<file path="src/source/io_pkg.sv">
`default_nettype none

package io_pkg;

    //****************************************
    // Memory map
    //****************************************
    typedef enum logic [7:0] {
        ADDR_DIR      = 8'h00,
        ADDR_PORT     = 8'h01,
        ADDR_PINS     = 8'h02,  // Read only
        ADDR_SCALE_LO = 8'h03,
        ADDR_SCALE_HI = 8'h04,
        ADDR_CTRL     = 8'h05,
        ADDR_CMPR0    = 8'h06,
        ADDR_CMPR1    = 8'h07,
        ADDR_COUNT    = 8'h08   // Read only
    } io_addr_e;

    // Two bytes of scale in the map
    parameter int SCALE_W = 16;

    //****************************************
    // Timer configuration
    //****************************************
    typedef enum logic [1:0] {
        MODE_IDLE = 2'd0,
        MODE_CTC  = 2'd1,
        MODE_PWM  = 2'd2,
        MODE_RSVD = 2'd3        // Counter frozen
    } timer_mode_e;

    // Bit 0..1 mode, bit 2 pin 6 select, bit 3 pin 7 select
    typedef struct packed {
        logic [3:0]  rsvd;
        logic        pin7_sel;
        logic        pin6_sel;
        timer_mode_e mode;
    } timer_ctrl_t;

    typedef struct packed {
        timer_ctrl_t ctrl;
        logic [7:0]  cmpr0;
        logic [7:0]  cmpr1;
    } timer_cfg_t;

    typedef struct packed {
        logic [7:0] dir;        // 1 = output
        logic [7:0] port;
    } gpio_cfg_t;

    typedef struct packed {
        logic out1;
        logic out0;
    } timer_out_t;

endpackage

`default_nettype wire

</file>
<file path="src/source/io_gpio.sv">
`timescale 1ns/10ps
`default_nettype none

module io_gpio #(
    parameter int SYNC_STAGES = 2
) (
    input  logic               clk,
    input  logic               rst,
    input  io_pkg::gpio_cfg_t  gpio_cfg,
    input  io_pkg::timer_cfg_t timer_cfg,
    input  io_pkg::timer_out_t tout,
    input  logic [7:0]         pins_in,
    output logic [7:0]         pins_out,
    output logic [7:0]         pins_oe,
    output logic [7:0]         pins_sync
);

    logic [SYNC_STAGES-1:0][7:0] sync_q;

    //****************************************
    // Output drive
    //****************************************
    assign pins_oe = gpio_cfg.dir;

    // Timer outputs may take over the two top pins
    assign pins_out[5:0] = gpio_cfg.port[5:0];
    assign pins_out[6]   = timer_cfg.ctrl.pin6_sel ? tout.out0 : gpio_cfg.port[6];
    assign pins_out[7]   = timer_cfg.ctrl.pin7_sel ? tout.out1 : gpio_cfg.port[7];

    //****************************************
    // Input synchronizer
    //****************************************
    always_ff @(posedge clk) begin
        if (rst) begin
            sync_q <= '0;
        end else begin
            sync_q[0] <= pins_in;
            for (int i = 1; i < SYNC_STAGES; i++) begin
                sync_q[i] <= sync_q[i-1];   // Shift toward the top stage
            end
        end
    end

    assign pins_sync = sync_q[SYNC_STAGES-1];

endmodule

`default_nettype wire

</file>
<file path="src/source/io_prescaler.sv">
`timescale 1ns/10ps
`default_nettype none

module io_prescaler (
    input  logic                       clk,
    input  logic                       rst,
    input  logic [io_pkg::SCALE_W-1:0] scale,
    output logic                       tick
);
    import io_pkg::*;

    logic [SCALE_W-1:0] cnt;

    // Match on equality only, so a lowered scale wraps through zero
    always_ff @(posedge clk) begin
        if (rst) begin
            cnt  <= '0;
            tick <= 1'b0;
        end else if (cnt == scale) begin
            cnt  <= '0;
            tick <= 1'b1;
        end else begin
            cnt  <= cnt + 1'b1;
            tick <= 1'b0;
        end
    end

    a_tick_single : assert property (
        @(posedge clk) disable iff (rst)
        (scale != '0) && tick |=> !tick
    ) else $error("io_prescaler: back to back ticks with nonzero scale");

endmodule

`default_nettype wire

</file>
<file path="src/source/io_regs.sv">
`timescale 1ns/10ps
`default_nettype none

module io_regs #(
    parameter int SYNC_STAGES = 2
) (
    input  logic                       clk,
    input  logic                       rst,
    input  io_pkg::io_addr_e           addr,
    input  logic [7:0]                 wdata,
    input  logic                       w_en,
    input  logic                       r_en,
    output logic [7:0]                 rdata,
    input  logic [7:0]                 count,
    input  logic [7:0]                 pins_sync,
    output io_pkg::gpio_cfg_t          gpio_cfg,
    output io_pkg::timer_cfg_t         timer_cfg,
    output logic [io_pkg::SCALE_W-1:0] scale
);
    import io_pkg::*;

    // PINS reads trail the pads by SYNC_STAGES cycles plus the read cycle
    if (SYNC_STAGES < 1) begin : g_sync_check
        $error("io_regs: SYNC_STAGES must be at least 1");
    end

    //****************************************
    // Register writes
    //****************************************
    always_ff @(posedge clk) begin
        if (rst) begin
            gpio_cfg  <= '0;
            timer_cfg <= '0;
            scale     <= '0;
        end else if (w_en) begin
            case (addr)
                ADDR_DIR:      gpio_cfg.dir    <= wdata;
                ADDR_PORT:     gpio_cfg.port   <= wdata;
                ADDR_SCALE_LO: scale[7:0]      <= wdata;
                ADDR_SCALE_HI: scale[15:8]     <= wdata;
                ADDR_CTRL:     timer_cfg.ctrl  <= timer_ctrl_t'(wdata);
                ADDR_CMPR0:    timer_cfg.cmpr0 <= wdata;
                ADDR_CMPR1:    timer_cfg.cmpr1 <= wdata;
                // PINS and COUNT are read only
                default: begin
                end
            endcase
        end
    end

    //****************************************
    // Read mux, one cycle latency
    //****************************************
    always_ff @(posedge clk) begin
        if (rst) begin
            rdata <= '0;
        end else if (r_en) begin
            case (addr)
                ADDR_DIR:      rdata <= gpio_cfg.dir;
                ADDR_PORT:     rdata <= gpio_cfg.port;
                ADDR_PINS:     rdata <= pins_sync;
                ADDR_SCALE_LO: rdata <= scale[7:0];
                ADDR_SCALE_HI: rdata <= scale[15:8];
                ADDR_CTRL:     rdata <= timer_cfg.ctrl;
                ADDR_CMPR0:    rdata <= timer_cfg.cmpr0;
                ADDR_CMPR1:    rdata <= timer_cfg.cmpr1;
                ADDR_COUNT:    rdata <= count;
                default:       rdata <= rdata;  // Unmapped, keep last value
            endcase
        end
    end

    // Read data only moves on a read
    a_rdata_hold : assert property (
        @(posedge clk) disable iff (rst)
        !r_en |=> $stable(rdata)
    ) else $error("io_regs: rdata changed without a read");

endmodule

`default_nettype wire

</file>
<file path="src/source/io_timer.sv">
`timescale 1ns/10ps
`default_nettype none

module io_timer (
    input  logic               clk,
    input  logic               rst,
    input  logic               tick,
    input  io_pkg::timer_cfg_t timer_cfg,
    output logic [7:0]         count,
    output io_pkg::timer_out_t tout
);
    import io_pkg::*;

    logic match0;
    logic match1;

    assign match0 = (count == timer_cfg.cmpr0);
    assign match1 = (count == timer_cfg.cmpr1);

    //****************************************
    // Counter and compare outputs
    //****************************************
    always_ff @(posedge clk) begin
        if (rst) begin
            count <= '0;
            tout  <= '0;
        end else if (tick) begin
            case (timer_cfg.ctrl.mode)
                MODE_IDLE: begin
                    count <= '0;
                    tout  <= '0;
                end
                MODE_CTC: begin
                    if (match0) begin
                        count     <= '0;
                        tout.out0 <= ~tout.out0;    // Square wave on out0
                    end else begin
                        count <= count + 1'b1;
                    end
                end
                MODE_PWM: begin
                    // Period of 256 ticks, wraps naturally
                    count <= count + 1'b1;
                    if (count == 8'hff) begin
                        tout.out0 <= 1'b1;          // Both outputs rise at zero
                        tout.out1 <= 1'b1;
                    end else begin
                        if (match0) begin
                            tout.out0 <= 1'b0;
                        end
                        if (match1) begin
                            tout.out1 <= 1'b0;
                        end
                    end
                end
                default: begin
                    // Reserved mode holds everything
                    count <= count;
                    tout  <= tout;
                end
            endcase
        end
    end

    a_idle_clear : assert property (
        @(posedge clk) disable iff (rst)
        tick && (timer_cfg.ctrl.mode == MODE_IDLE) |=> (count == '0)
    ) else $error("io_timer: counter not cleared in idle mode");

endmodule

`default_nettype wire

</file>
<file path="src/source/io_top.sv">
`timescale 1ns/10ps
`default_nettype none

module io_top #(
    parameter int SYNC_STAGES = 2
) (
    input  logic       clk,
    input  logic       rst,
    input  logic [7:0] addr,
    input  logic [7:0] wdata,
    input  logic       w_en,
    input  logic       r_en,
    output logic [7:0] rdata,
    input  logic [7:0] pins_in,
    output logic [7:0] pins_out,
    output logic [7:0] pins_oe
);
    import io_pkg::*;

    gpio_cfg_t          gpio_cfg;
    timer_cfg_t         timer_cfg;
    logic [SCALE_W-1:0] scale;
    logic               tick;
    timer_out_t         tout;
    logic [7:0]         count;
    logic [7:0]         pins_sync;

    // Register bank and bus decoder
    io_regs #(
        .SYNC_STAGES(SYNC_STAGES)
    ) i_io_regs (
        .clk       (clk),
        .rst       (rst),
        .addr      (io_addr_e'(addr)),
        .wdata     (wdata),
        .w_en      (w_en),
        .r_en      (r_en),
        .rdata     (rdata),
        .count     (count),
        .pins_sync (pins_sync),
        .gpio_cfg  (gpio_cfg),
        .timer_cfg (timer_cfg),
        .scale     (scale)
    );

    io_prescaler i_io_prescaler (
        .clk   (clk),
        .rst   (rst),
        .scale (scale),
        .tick  (tick)
    );

    io_timer i_io_timer (
        .clk       (clk),
        .rst       (rst),
        .tick      (tick),
        .timer_cfg (timer_cfg),
        .count     (count),
        .tout      (tout)
    );

    io_gpio #(
        .SYNC_STAGES(SYNC_STAGES)
    ) i_io_gpio (
        .clk       (clk),
        .rst       (rst),
        .gpio_cfg  (gpio_cfg),
        .timer_cfg (timer_cfg),
        .tout      (tout),
        .pins_in   (pins_in),
        .pins_out  (pins_out),
        .pins_oe   (pins_oe),
        .pins_sync (pins_sync)
    );

endmodule

`default_nettype wire

</file>
<file path="config.mk">
export PLATFORM = sky130hd
export DESIGN_NAME = io_top
export DESIGN_NICKNAME = d
export VERILOG_FILES = /design/src/source/io_pkg.sv /design/src/source/io_gpio.sv /design/src/source/io_prescaler.sv /design/src/source/io_regs.sv /design/src/source/io_timer.sv /design/src/source/io_top.sv
export SDC_FILE = /design/constraint.sdc
export NUM_CORES = 1
export LEC_CHECK = 0
export BUFFER_PORTS_ARGS = -buffer_cell sky130_fd_sc_hd__buf_2
export CAP_MARGIN = 10
export CELL_PAD_IN_SITES_DETAIL_PLACEMENT = 0
export CELL_PAD_IN_SITES_GLOBAL_PLACEMENT = 1
export CORE_MARGIN = 1
export CORE_UTILIZATION = 48
export DETAILED_ROUTE_END_ITERATION = 10
export PLACE_DENSITY_LB_ADDON = 0.2
export SETUP_SLACK_MARGIN = 0.1
export SLEW_MARGIN = 20
export SYNTH_ARGS = -nofsm -noshare
export SYNTH_HDL_FRONTEND = slang
export SYNTH_SLANG_ARGS = --single-unit
</file>
<file path="constraint.sdc">
create_clock -name clk -period 2.5 [get_ports clk]
set_input_delay 0 -clock clk [delete_from_list [all_inputs] [get_ports clk]]
set_output_delay 0 -clock clk [all_outputs]
set_load 0.05 [all_outputs]
</file>
==> qor.csv <==
metric,value,unit
outcome,finished clean,
clkPwrFrac,0.371,
relSlewSlack,0.567,
post_cts.repair.setup_buffers,0,
synth_area,5170,sq um
route.vias.total,4125,
p_leak,2.54,nW
final_core_util,0.556,
path_class,flop to flop,
grt_start_max_net_pins,50,
netlist_top_cells_area,"dfxtp_1, mux2i_1, xor2_1",
synth_seq_cells,107,
dp.cells,725,
cts_tree,done,
cp_max_fo,6,
grt_usage,0.245,
yosysUniqueCellTypes,51,
clk_latency,0.38,ns
yosys-top-cells-count,"dfxtp_1, nor2_1, mux2i_1",
slowest_delay,0.51,ns
place_area,5390,sq um
die_area,11200,sq um
io_pins,52,
cellPowerDensity,531,nW/um^2
htreeDepth,3,
fin_cells,757,
netlist.area_leader.share,0.414,
crit_path_end_kind,flop,
antenna_found_initial,0,
pre_cts_slack,0.319,ns
setup_tns,0,ns
yosys.area.top_type,dfxtp_1,
syn2layout_area_growth,11.5,%
hold_path_class,primary input to flop,
max_freq,535,MHz
die_h,106,microns
worst_ep_required_time,2.76,ns
p_sw_frac,0.255,
hold_viol,0,
max-cap-violations,0,
drive_above_1_share,0.138,
syn_avg_cell_area,8.93,sq um
final-seq-area,2140,sq um
avgViaCountPerCell,5.45,
ant_nets,0,
synth_edf_count,0,
synthCells,579,
post-route-period-util,0.747,
final_nets,650,
drtIter0Drc,252,
first_pass_iters,5,
multiInputGateArea,2730,sq um
chipWidth,106,microns
timing.hold.ws,0.0712,ns
numCtsBuffers,9,
fp.coreArea,10400,sq um
irDropWorstVdd,0.403,mV
fillCellCount,978,
slew_viol_final,0,
crit_path_start_kind,flop,
fin_worst_skew,0.0108,ns
slowest_stage,dfxtp_1,
p_int,2.28,mW
post_cts_resized,0,
p_seq_frac,0.564,
setup_viol,0,
ys_warn_count,0,
total_power,3.06,mW
grt_pass1_wl,21.1,mm
grt_pass1_vias,3902,
place_hpwl,9.31,mm
syn_nets,613,
cts.sinks,107,
overflow,0,
combPwrFrac,0.065,
rsz0062_at_grt,false,
drc,0,
ys_seq_area_frac,0.414,
portBuffers,51,
rows,37,
crit_arrival,2.13,ns
cts.clk_slew.worst_paths,0.11,ns
cts_buffer_depth,2,
crit_chain,xor2_1 > nor4_1 > a21oi_1 > o31ai_2 > nor2_1,
synth_most_common_cell,dfxtp_1,
initial_core_util,0.499,
fin_ws,0.632,ns
routabilityCongestion,0.876,
async_flop_share,0,
worst_slew_pin_slew,0.649,ns
routedWlPerCell,17.2,microns
switching_power,0.780,mW
yosys_most_used_dff,dfxtp_1,
period_needed,1.87,ns
diodes,0,
routed_wl,13.0,mm
ctsRootBufferMaster,clkbuf_8,
postLayoutCellArea,5760,sq um
[cell families after synthesis]
kind of cell | after synthesis | share of synthesized area
AOI/OAI and AO/OA | 77 | 0.0939
adders and majority gates | 6 | 0.0145
buffers and inverters | 57 | 0.0571
DFF | 107 | 0.414
xor gates and xnor gates | 51 | 0.0864
muxes | 67 | 0.130
and+or+nand+nor | 214 | 0.203
[flip-flops by register name, indices dropped and copies added, names as in the netlist, 8 cells and up]
register             cells
i_io_gpio.sync_q         8
i_io_gpio.pins_sync      8
i_io_regs.timer_cfg     24
i_io_timer.count         8
i_io_prescaler.cnt      16
i_io_regs.scale         16
i_io_regs.rdata          8
i_io_regs.gpio_cfg      16
[metal layers]
| metal | routed length, microns | GRT usage |
|---|---|---|
| met1 | 6210 | 0.342 |
| met2 | 6060 | 0.397 |
| met3 | 628 | 0.0377 |
| met4 | 143 | 0.0585 |
| met5 | 0 | 0 |
[worst paths after layout]
kind / from / to / slack [ns] / cells past startpoint
worst max-delay path: i_io_timer.count[6]$_SDFFE_PP0P_ / i_io_timer.count[4]$_SDFFE_PP0P_ / 0.63 / 5
worst min register to register: i_io_gpio.sync_q[0]$_SDFF_PP0_ / i_io_gpio.pins_sync[0]$_SDFF_PP0_ / 0.45 / 1
worst min-delay path: rst / i_io_prescaler.cnt[1]$_SDFF_PP0_ / 0.07 / 3
worst max register to register: i_io_timer.count[6]$_SDFFE_PP0P_ / i_io_timer.count[4]$_SDFFE_PP0P_ / 0.63 / 5
[layout by cell type (no fill, tap or decap), types with 8 or more instances in the layout]
cell type,instances
nand3_1,9
nand4_1,8
nor2b_1,23
buf_2,51
nand2_1,40
clkbuf_8,9
mux2i_1,64
dfxtp_1,107
dlygate4sd3_1,16
o31ai_1,8
a21oi_1,23
inv_1,9
nor2_1,93
o21ai_0,19
xor2_1,44
nor4_1,14
[area by class of cell]
cell class,count,share of cell area
clock buffers,9,0.0215
clock inverters,7,0.0161
inverters,9,0.00586
multi-input cells,415,0.474
flip-flops and latches,107,0.372
well taps,136,0.0295
repair buffers,74,0.0812
[power groups by stage]
stage	combinational [mW]	clock (mW)	sequential, mW
final	0.198	1.14	1.73
after global routing	0.213	1.23	1.73
after CTS	0.196	1.16	1.73
after detailed placement	0.177	0	1.77
after global placement	0.175	0	1.77
after floorplan	0.100	0	1.77
[timing repair]
| item | CTS | global route |
|---|---|---|
| setup endpoints to repair | 0 | 0 |
| endpoints found under the hold margin | 17 | 0 |
| hold buffers | 16 | 0 |
[critical path, delay by kind of cell (launching register included)]
| family | cells | cell delay (ns) |
|---|---|---|
| flops | 1 | 0.51 |
| simple gates | 2 | 0.53 |
| xor+xnor | 1 | 0.11 |
| compound gates | 2 | 0.60 |
(Power assumes the default switching activity.)
